==> src/adc_pkg.sv <==
package adc_pkg;

    // ######################################
    // Sizes and counts
    // ######################################

    localparam int NUM_CH      = 8;
    localparam int SAMPLE_W    = 8;
    localparam int FIFO_DEPTH  = 8;
    localparam int FIFO_AW     = $clog2(FIFO_DEPTH);
    localparam int FIFO_CW     = FIFO_AW + 1;         // Occupancy needs one more bit

    localparam int WORK_W      = 12;                  // Work counter width
    localparam int NUM_INIT    = 16;
    localparam int NUM_TYPE    = 16;
    localparam int NUM_CONF    = 32;

    localparam int NUM_SAMPLES = 16;                  // Writes per channel and conversion
    localparam int SCNT_W      = $clog2(NUM_SAMPLES);

    // Byte k is the ramp start of channel k
    localparam logic [63:0] CH_BIAS  = 64'h0F0D_0B09_0705_0301;
    localparam logic [7:0]  DEV_TYPE = 8'hFF;
    localparam logic [15:0] DEV_TEMP = 16'h73F4;

    // ######################################
    // Controller states
    // ######################################

    typedef enum logic [7:0] {
        IDLE      = 8'h00,
        WAIT      = 8'h01,
        INIT_IDLE = 8'h10,
        INIT_WORK = 8'h11,
        INIT_DONE = 8'h12,
        TYPE_IDLE = 8'h20,
        TYPE_WORK = 8'h21,
        TYPE_DONE = 8'h22,
        CONF_IDLE = 8'h30,
        CONF_WORK = 8'h31,
        CONF_DONE = 8'h32,
        CONV_IDLE = 8'h40,
        CONV_WORK = 8'h41,
        CONV_DONE = 8'h42
    } ctrl_state_t;

    // ######################################
    // Command, status and sample types
    // ######################################

    typedef logic [SAMPLE_W-1:0] sample_t;

    typedef struct packed {
        logic [7:0]  rsvd_hi;
        logic [3:0]  freq_samp;   // Pacing divider reload
        logic [3:0]  filt_up;     // Upper clip nibble
        logic [3:0]  filt_low;    // Lower clip nibble
        logic [11:0] rsvd_lo;
    } adc_cmd_t;

    typedef struct packed {
        logic [15:0] dev_temp;
        logic [7:0]  dev_type;
        logic [3:0]  done_bits;   // conv, conf, type, init
        logic [3:0]  rsvd;
    } adc_stat_t;

    typedef struct packed {
        logic [3:0] freq_samp;
        logic [3:0] filt_up;
        logic [3:0] filt_low;
    } adc_cfg_t;

endpackage
==> src/adc_test_top.sv <==
`timescale 1ns/1ps

module adc_test_top
    import adc_pkg::*;
(
    input  logic        clk,
    input  logic        rst,
    input  logic        fs_init,
    input  logic        fs_type,
    input  logic        fs_conf,
    input  logic        fs_conv,
    output logic        fd_init,
    output logic        fd_type,
    output logic        fd_conf,
    output logic        fd_conv,
    input  adc_cmd_t    cache_cmd,
    output adc_stat_t   cache_stat,
    input  logic [7:0]  fifo_rxen,
    output logic [63:0] fifo_rxd,
    output logic [7:0]  fifo_rxv
);

    logic                 type_load;
    logic                 conf_load;
    logic [3:0]           done_mark;
    logic                 conv_run;
    logic                 conv_end;
    adc_cfg_t             cfg;
    sample_t [NUM_CH-1:0] wr_data;
    logic [NUM_CH-1:0]    wr_en;
    logic [NUM_CH-1:0]    full;

    adc_ctrl i_ctrl (
        .clk       (clk),
        .rst       (rst),
        .fs_init   (fs_init),
        .fs_type   (fs_type),
        .fs_conf   (fs_conf),
        .fs_conv   (fs_conv),
        .fd_init   (fd_init),
        .fd_type   (fd_type),
        .fd_conf   (fd_conf),
        .fd_conv   (fd_conv),
        .conv_end  (conv_end),
        .conv_run  (conv_run),
        .type_load (type_load),
        .conf_load (conf_load),
        .done_mark (done_mark)
    );

    adc_status_reg i_stat (
        .clk       (clk),
        .rst       (rst),
        .cmd       (cache_cmd),
        .type_load (type_load),
        .conf_load (conf_load),
        .done_mark (done_mark),
        .cfg       (cfg),
        .stat      (cache_stat)
    );

    adc_pattern_gen i_gen (
        .clk      (clk),
        .rst      (rst),
        .conv_run (conv_run),
        .cfg      (cfg),
        .full     (full),
        .wr_en    (wr_en),
        .wr_data  (wr_data),
        .conv_end (conv_end)
    );

    // Channel k on byte k of the read bus
    for (genvar k = 0; k < NUM_CH; k++) begin : g_fifo
        adc_chan_fifo i_fifo (
            .clk   (clk),
            .rst   (rst),
            .wr_en (wr_en[k]),
            .din   (wr_data[k]),
            .full  (full[k]),
            .rd_en (fifo_rxen[k]),
            .dout  (fifo_rxd[k*SAMPLE_W +: SAMPLE_W]),
            .valid (fifo_rxv[k])
        );
    end

endmodule

==> src/adc_status_reg.sv <==
`timescale 1ns/1ps

module adc_status_reg
    import adc_pkg::*;
(
    input  logic       clk,
    input  logic       rst,
    input  adc_cmd_t   cmd,
    input  logic       type_load,
    input  logic       conf_load,
    input  logic [3:0] done_mark,
    output adc_cfg_t   cfg,
    output adc_stat_t  stat
);

    logic [7:0]  dev_type;
    logic [15:0] dev_temp;
    logic [3:0]  done_bits;

    always_ff @(posedge clk or posedge rst) begin
        if (rst) begin
            dev_type  <= '0;
            dev_temp  <= '0;
            done_bits <= '0;
            cfg       <= '0;
        end else begin
            if (type_load) begin
                dev_type <= DEV_TYPE;
            end
            if (conf_load) begin
                dev_temp <= DEV_TEMP;
                cfg      <= '{freq_samp: cmd.freq_samp,
                              filt_up:   cmd.filt_up,
                              filt_low:  cmd.filt_low};
            end
            done_bits <= done_bits | done_mark;       // Sticky until reset
        end
    end

    assign stat = '{dev_temp:  dev_temp,
                    dev_type:  dev_type,
                    done_bits: done_bits,
                    rsvd:      4'h0};

endmodule

==> src/adc_chan_fifo.sv <==
`timescale 1ns/1ps

module adc_chan_fifo
    import adc_pkg::*;
(
    input  logic    clk,
    input  logic    rst,
    input  logic    wr_en,
    input  sample_t din,
    output logic    full,
    input  logic    rd_en,
    output sample_t dout,
    output logic    valid
);

    sample_t            mem [FIFO_DEPTH];
    logic [FIFO_AW-1:0] wr_ptr;
    logic [FIFO_AW-1:0] rd_ptr;
    logic [FIFO_CW-1:0] count;
    logic               do_wr;
    logic               do_rd;

    assign full  = (count == FIFO_CW'(FIFO_DEPTH));
    assign valid = (count != '0);
    assign dout  = mem[rd_ptr];                       // Head always shown

    assign do_wr = wr_en && !full;
    assign do_rd = rd_en && valid;

    // ######################################
    // Storage
    // ######################################

    always_ff @(posedge clk) begin
        if (do_wr) begin
            mem[wr_ptr] <= din;
        end
    end

    // ######################################
    // Pointers and occupancy
    // ######################################

    always_ff @(posedge clk or posedge rst) begin
        if (rst) begin
            wr_ptr <= '0;
            rd_ptr <= '0;
            count  <= '0;
        end else begin
            if (do_wr) begin
                wr_ptr <= wr_ptr + 1'b1;              // Wraps at depth
            end
            if (do_rd) begin
                rd_ptr <= rd_ptr + 1'b1;
            end
            case ({do_wr, do_rd})
                2'b10:   count <= count + 1'b1;
                2'b01:   count <= count - 1'b1;
                default: count <= count;
            endcase
        end
    end

    // Writer must honour full
    a_no_overflow: assert property (@(posedge clk) disable iff (rst)
        wr_en |-> !full);

endmodule

==> src/adc_pattern_gen.sv <==
`timescale 1ns/1ps

module adc_pattern_gen
    import adc_pkg::*;
(
    input  logic                 clk,
    input  logic                 rst,
    input  logic                 conv_run,
    input  adc_cfg_t             cfg,
    input  logic [NUM_CH-1:0]    full,
    output logic [NUM_CH-1:0]    wr_en,
    output sample_t [NUM_CH-1:0] wr_data,
    output logic                 conv_end
);

    logic              run_q;
    logic              busy;
    logic [3:0]        div;
    logic [SCNT_W-1:0] cnt;
    logic              fire;
    sample_t           lo_lim;
    sample_t           hi_lim;

    // Write slot reached and every channel has room
    assign fire  = busy && (div == '0) && !(|full);
    assign wr_en = {NUM_CH{fire}};

    assign lo_lim = {cfg.filt_low, 4'h0};
    assign hi_lim = {cfg.filt_up, 4'hF};

    // ######################################
    // Per-channel ramp with clipping
    // ######################################

    for (genvar k = 0; k < NUM_CH; k++) begin : g_ch
        sample_t raw;

        assign raw = CH_BIAS[k*SAMPLE_W +: SAMPLE_W] + sample_t'(cnt);
        assign wr_data[k] = (raw < lo_lim) ? lo_lim :
                            (raw > hi_lim) ? hi_lim : raw;
    end

    // ######################################
    // Pacing and sample count
    // ######################################

    always_ff @(posedge clk or posedge rst) begin
        if (rst) begin
            run_q    <= 1'b0;
            busy     <= 1'b0;
            div      <= '0;
            cnt      <= '0;
            conv_end <= 1'b0;
        end else begin
            run_q    <= conv_run;
            conv_end <= 1'b0;
            if (conv_run && !run_q) begin             // New run
                busy <= 1'b1;
                div  <= cfg.freq_samp;
                cnt  <= '0;
            end else if (busy) begin
                if (div != '0) begin
                    div <= div - 1'b1;
                end else if (fire) begin
                    div <= cfg.freq_samp;
                    cnt <= cnt + 1'b1;
                    if (cnt == SCNT_W'(NUM_SAMPLES - 1)) begin
                        busy     <= 1'b0;
                        conv_end <= 1'b1;
                    end
                end
                // Stall at a zero divider keeps the sample for a retry
            end
        end
    end

    // A stalled write retries with the same sample
    a_stall_hold: assert property (@(posedge clk) disable iff (rst)
        (busy && (div == '0) && (|full)) |=> $stable(wr_data));

endmodule

==> src/adc_ctrl.sv <==
`timescale 1ns/1ps

module adc_ctrl
    import adc_pkg::*;
(
    input  logic       clk,
    input  logic       rst,
    input  logic       fs_init,
    input  logic       fs_type,
    input  logic       fs_conf,
    input  logic       fs_conv,
    output logic       fd_init,
    output logic       fd_type,
    output logic       fd_conf,
    output logic       fd_conv,
    input  logic       conv_end,
    output logic       conv_run,
    output logic       type_load,
    output logic       conf_load,
    output logic [3:0] done_mark
);

    ctrl_state_t       state;
    ctrl_state_t       next_state;
    logic [WORK_W-1:0] num;

    // ######################################
    // State register and next state
    // ######################################

    always_ff @(posedge clk or posedge rst) begin
        if (rst) begin
            state <= IDLE;
        end else begin
            state <= next_state;
        end
    end

    always_comb begin
        next_state = state;
        case (state)
            IDLE: next_state = WAIT;
            WAIT: begin
                if (fs_init) begin                    // Fixed priority
                    next_state = INIT_IDLE;
                end else if (fs_type) begin
                    next_state = TYPE_IDLE;
                end else if (fs_conf) begin
                    next_state = CONF_IDLE;
                end else if (fs_conv) begin
                    next_state = CONV_IDLE;
                end
            end
            INIT_IDLE: next_state = INIT_WORK;
            INIT_WORK: begin
                if (num >= WORK_W'(NUM_INIT - 1)) next_state = INIT_DONE;
            end
            INIT_DONE: begin
                if (!fs_init) next_state = WAIT;
            end
            TYPE_IDLE: next_state = TYPE_WORK;
            TYPE_WORK: begin
                if (num >= WORK_W'(NUM_TYPE - 1)) next_state = TYPE_DONE;
            end
            TYPE_DONE: begin
                if (!fs_type) next_state = WAIT;
            end
            CONF_IDLE: next_state = CONF_WORK;
            CONF_WORK: begin
                if (num >= WORK_W'(NUM_CONF - 1)) next_state = CONF_DONE;
            end
            CONF_DONE: begin
                if (!fs_conf) next_state = WAIT;
            end
            CONV_IDLE: next_state = CONV_WORK;
            CONV_WORK: begin
                if (conv_end) next_state = CONV_DONE;   // Generator finished
            end
            CONV_DONE: begin
                if (!fs_conv) next_state = WAIT;
            end
            default: next_state = IDLE;
        endcase
    end

    // Counts only in the fixed-length work states
    always_ff @(posedge clk or posedge rst) begin
        if (rst) begin
            num <= '0;
        end else if (state inside {INIT_WORK, TYPE_WORK, CONF_WORK}) begin
            num <= num + 1'b1;
        end else begin
            num <= '0;
        end
    end

    // ######################################
    // Outputs
    // ######################################

    always_ff @(posedge clk or posedge rst) begin
        if (rst) begin
            fd_init <= 1'b0;
            fd_type <= 1'b0;
            fd_conf <= 1'b0;
            fd_conv <= 1'b0;
        end else begin
            fd_init <= (state == INIT_DONE);          // Registered, one cycle after entry
            fd_type <= (state == TYPE_DONE);
            fd_conf <= (state == CONF_DONE);
            fd_conv <= (state == CONV_DONE);
        end
    end

    assign type_load = (state == TYPE_IDLE);
    assign conf_load = (state == CONF_IDLE);
    assign conv_run  = (state == CONV_WORK);

    // Pulse on the edge that enters each DONE state
    assign done_mark[0] = (state == INIT_WORK) && (next_state == INIT_DONE);
    assign done_mark[1] = (state == TYPE_WORK) && (next_state == TYPE_DONE);
    assign done_mark[2] = (state == CONF_WORK) && (next_state == CONF_DONE);
    assign done_mark[3] = (state == CONV_WORK) && conv_end;

    a_state_legal: assert property (@(posedge clk) disable iff (rst)
        state inside {IDLE, WAIT, INIT_IDLE, INIT_WORK, INIT_DONE, TYPE_IDLE, TYPE_WORK,
                      TYPE_DONE, CONF_IDLE, CONF_WORK, CONF_DONE, CONV_IDLE, CONV_WORK,
                      CONV_DONE});

    // The generator may only finish a run this FSM started
    a_end_in_work: assert property (@(posedge clk) disable iff (rst)
        conv_end |-> (state == CONV_WORK));

endmodule

==> config.mk <==
export PLATFORM = sky130hd
export DESIGN_NAME = adc_test_top
export DESIGN_NICKNAME = d
export VERILOG_FILES = /design/src/adc_pkg.sv /design/src/adc_test_top.sv /design/src/adc_status_reg.sv /design/src/adc_chan_fifo.sv /design/src/adc_pattern_gen.sv /design/src/adc_ctrl.sv
export SDC_FILE = /design/constraint.sdc
export NUM_CORES = 1
export LEC_CHECK = 0
export ABC_CLOCK_PERIOD_IN_PS = 4550
export BUFFER_PORTS_ARGS = -buffer_cell sky130_fd_sc_hd__buf_2
export CAP_MARGIN = 5
export CORE_UTILIZATION = 23
export DETAILED_ROUTE_END_ITERATION = 12
export HOLD_SLACK_MARGIN = 0.06
export PLACE_DENSITY = 0.34
export SLEW_MARGIN = 10
export SYNTH_ARGS = -nofsm -noshare
export SYNTH_HDL_FRONTEND = slang
export SYNTH_SLANG_ARGS = --single-unit
==> constraint.sdc <==
create_clock -name clk -period 4.55 [get_ports clk]
set_clock_uncertainty 0.2 [all_clocks]
set_input_delay 0.455 -clock clk [delete_from_list [all_inputs] [get_ports clk]]
set_output_delay 0.455 -clock clk [all_outputs]
set_load 0.01 [all_outputs]
==> flow_summary.ini <==
[outcome]
status = completed

[floorplanning]
die-area_um2 = 122000
fp.coreArea_um2 = 119000
width_of_the_die_um = 349
die_h_um = 349
num_io_pins = 154
rows = 126
initial_core_util_pct = 23.3

[yosys]
synth.mux.area_fraction_pct = 14.4
synth_compound_area_share_pct = 3.15
avgSynthCellArea_um2 = 16.8
postSynthRegisterBits = 645
yosys-top-cells-area = edfxtp_1 (56%), dfrtp_1 (12%), mux4_2 (10%)
yosys_warnings = 0
yosys.cell_types.count = 67
yosys.area.top_type = edfxtp_1
synth_flop_cell = edfxtp_1
ys_seq_area_share_pct = 67.6
synth-edff-count = 512
yosysTopAreaCellShare_pct = 55.5
synth.cell_area_um2 = 27700
synth_top_family_by_area = multiplexers
synth_adder_area_share_pct = 3.02
post_synthesis_cells = 1650
synth_simple_gate_area_share_pct = 5.80
post_synth_xor_area_fraction_pct = 2.63
postSynth.asyncResetShare_pct = 20.6

[power]
power_leakage_nw = 11.8
p_per_area_nw_per_um2 = 535
peakVddDrop_mv = 0.241

[drt]
detailed_route_iter0_violations = 878
first_pass_iters = 7
ant_nets = 0
drcViolationCount = 0
route.detailed.vias_per_inst = 4.21
routedWlPerCell_um = 20.1
vias = 14800
totalWireLength_um = 70300

[min_path]
hold_start = fs_init
hold_class = in2reg

[clocking]
cts.htree.levels = 3
tritoncts = yes
total_number_of_clock_tree_sinks = 645
postCtsResizedCells = 0
cts_root_buffer = clkbuf_16
cts-buffers-inserted = 80
cts_buffer_depth = 3
clkTransAtPathRegs_ps = 60
worst_skew_pair.late_latency_ps = 650

[cells_and_area]
multi_input_comb_area_um2 = 8230
layout_filler_cell_count = 11800
layout.core_utilization_pct = 28.1
area.growth.synth_to_final_pct = 20.5
finalNetCount = 1944
regArea_um2 = 18700
mostFrequentLayoutCells = edfxtp_1 (512), dfrtp_1 (130), mux4_2 (128)
drive_gt1_share_pct = 31.1
leading_cell_type_in_the_layout_fill_and_taps_excluded = edfxtp_1

[sta]
rsz0062_at_grt = no
slew_viol_final = 0
clock.fmax_mhz = 262
final_critical_path_setup_slack_ps = 738
worst_slew_slack_as_a_fraction_of_its_limit_pct = 26.2
layout_min_cycle_time_ps = 3810
finalSetupTns_ps = 0
worst-slew-pin-transition_ps = 1100
setup_viol = 0
count_of_endpoints_failing_hold_in_the_final_timing_report = 0
period_share_pct = 83.8

[placed_design]
pre_cts_ws_ps = 721
buffer_ports.inserted = 123
place.gp.congestion = 0.709
dp.final_hpwl_um = 45300

[global_route]
grt_first_pass_wirelength_um = 104000
grt_usage_pct = 11.7
grt_start_max_net_pins = 83
antenna_found_initial = 0
grt-ovfl-total = 0
first_global_vias = 15500

[worst_setup_path]
crit-reg2reg-launch = i_gen.div[0]$_DFFE_PP0P_
worst_setup_path_start_kind = register
worst_ep_arrival_time_ps = 4130
worstSetupStartpoint = i_gen.div[0]$_DFFE_PP0P_
worst_setup_path_end_kind = register
timing.setup.critical_path_class = reg2reg
required_ps = 4870
cp_max_fo = 29

[job]
cap_violations = 0
[critical path: stages (launching register included)]
cell and delay [ps]:
dfrtp_1 390, inv_1 80, ha_1 200, nor3b_1 470
nand4_1 270, nor3_4 210, clkinv_2 460, ha_1 430
ha_1 280, a21o_1 180, a21oi_1 160, xnor2_1 140
nor2_1 70, xor2_1 140
[report_power, final]
part / total (mW) / switching (mW) / leakage [nW] / internal (mW)
Combinational: 4.05 / 1.83 / 4.12 / 2.22
Clock: 6.44 / 2.55 / 1.29 / 3.89
Sequential: 7.35 / 0.728 / 6.43 / 6.62
[routing by layer]
| layer | share of wire, % | track usage, % |
|---|---|---|
| met1 | 46 | 15.4 |
| met2 | 49 | 19.3 |
| met3 | 3.6 | 2.36 |
| met4 | 2.1 | 3.13 |
| met5 | 0 | 0 |
[timing repair]
item | in CTS | in global routing
setup buffers | 0 | 0
endpoints found under the hold margin | 105 | 0
hold buffers | 25 | 0
[worst paths after layout]
kind | to | slack, ps | cells past startpoint
worst max register to register | g_fifo[5].i_fifo.count[3]$_DFFE_PP0P_ | 740 | 13
max in group asynchronous | g_fifo[2].i_fifo.wr_ptr[0]$_DFFE_PP0P_ | 2790 | 4
min in group asynchronous | i_stat.cfg[11]$_DFFE_PP0P_ | 320 | 3
worst min-delay path | i_ctrl.state[4]$_DFF_PP0_ | 160 | 4
worst min register to register | i_stat.done_bits[2]$_DFF_PP0_ | 270 | 1
worst max-delay path | g_fifo[5].i_fifo.count[3]$_DFFE_PP0P_ | 740 | 13
[cells in the mapped netlist (3+ instances only)]
master and number:
edfxtp_1 512, dfrtp_1 133, mux4_2 128, nand2_1 93, mux2_2 75, clkbuf_1 72
inv_1 62, a21oi_1 59, xnor2_1 58, ha_1 54, nor2_1 43, buf_4 35
nor4b_1 35, nor3_1 33, xor2_1 25, o21ai_0 23, nor4_1 21, buf_1 16
buf_2 16, a21o_1 14, nand3_1 14, mux2i_1 12, mux2_4 9, or4_1 9
fa_1 8, or4b_2 8, and3_1 6, a311o_1 5, o21bai_1 5, or2_2 5
a41o_1 4, a2111oi_0 3, nand2b_1 3, nand4_1 3, nor3b_1 3, o21a_1 3
o311ai_0 3, or3_1 3
[area by class of cell]
| cell class | count | share of cell area [%] |
|---|---|---|
| Inverter | 64 | 0.739 |
| Clock inverter | 41 | 1.53 |
| Antenna cell | 1 | 0.00750 |
| Clock buffer | 107 | 6.42 |
| Tap cell | 1600 | 6.00 |
| Sequential cell | 645 | 56.1 |
| Multi-Input combinational cell | 811 | 24.7 |
| Timing Repair Buffer | 234 | 4.57 |
[kinds of logic (layout without fill, tap and decap cells)]
family	Yosys count	count (layout)
simple gates	292	292
other cells	1	14
buf+inv	206	446
flops	645	645
xor+xnor	83	83
compound gates	137	137
fa+ha+maj	62	62
mux	224	224
[flip-flops by register name (all words and copies together), names as in the netlist, 4 cells and up]
| register | flops |
|---|---|
| i_ctrl.num | 12 |
| i_gen.cnt | 4 |
| g_fifo.i_fifo.rd_ptr | 24 |
| g_fifo.i_fifo.wr_ptr | 24 |
| i_ctrl.state | 8 |
| g_fifo.i_fifo.count | 32 |
| i_gen.div | 4 |
| g_fifo.i_fifo.mem | 512 |
| i_stat.done_bits | 4 |
| i_stat.cfg | 12 |
[stage by stage]
step	hold WS, ps	instance area, µm²	std cells	power, mW
detailed placement	260	30500	3329	11.7
floorplan	247	27700	1662	10.2
global placement	250	30500	3329	11.7
finish	157	33400	3503	17.8
global route	157	33400	3502	18.8
CTS	99.4	33400	3502	18.3
Note: power is estimated with default switching activity, not from simulation.
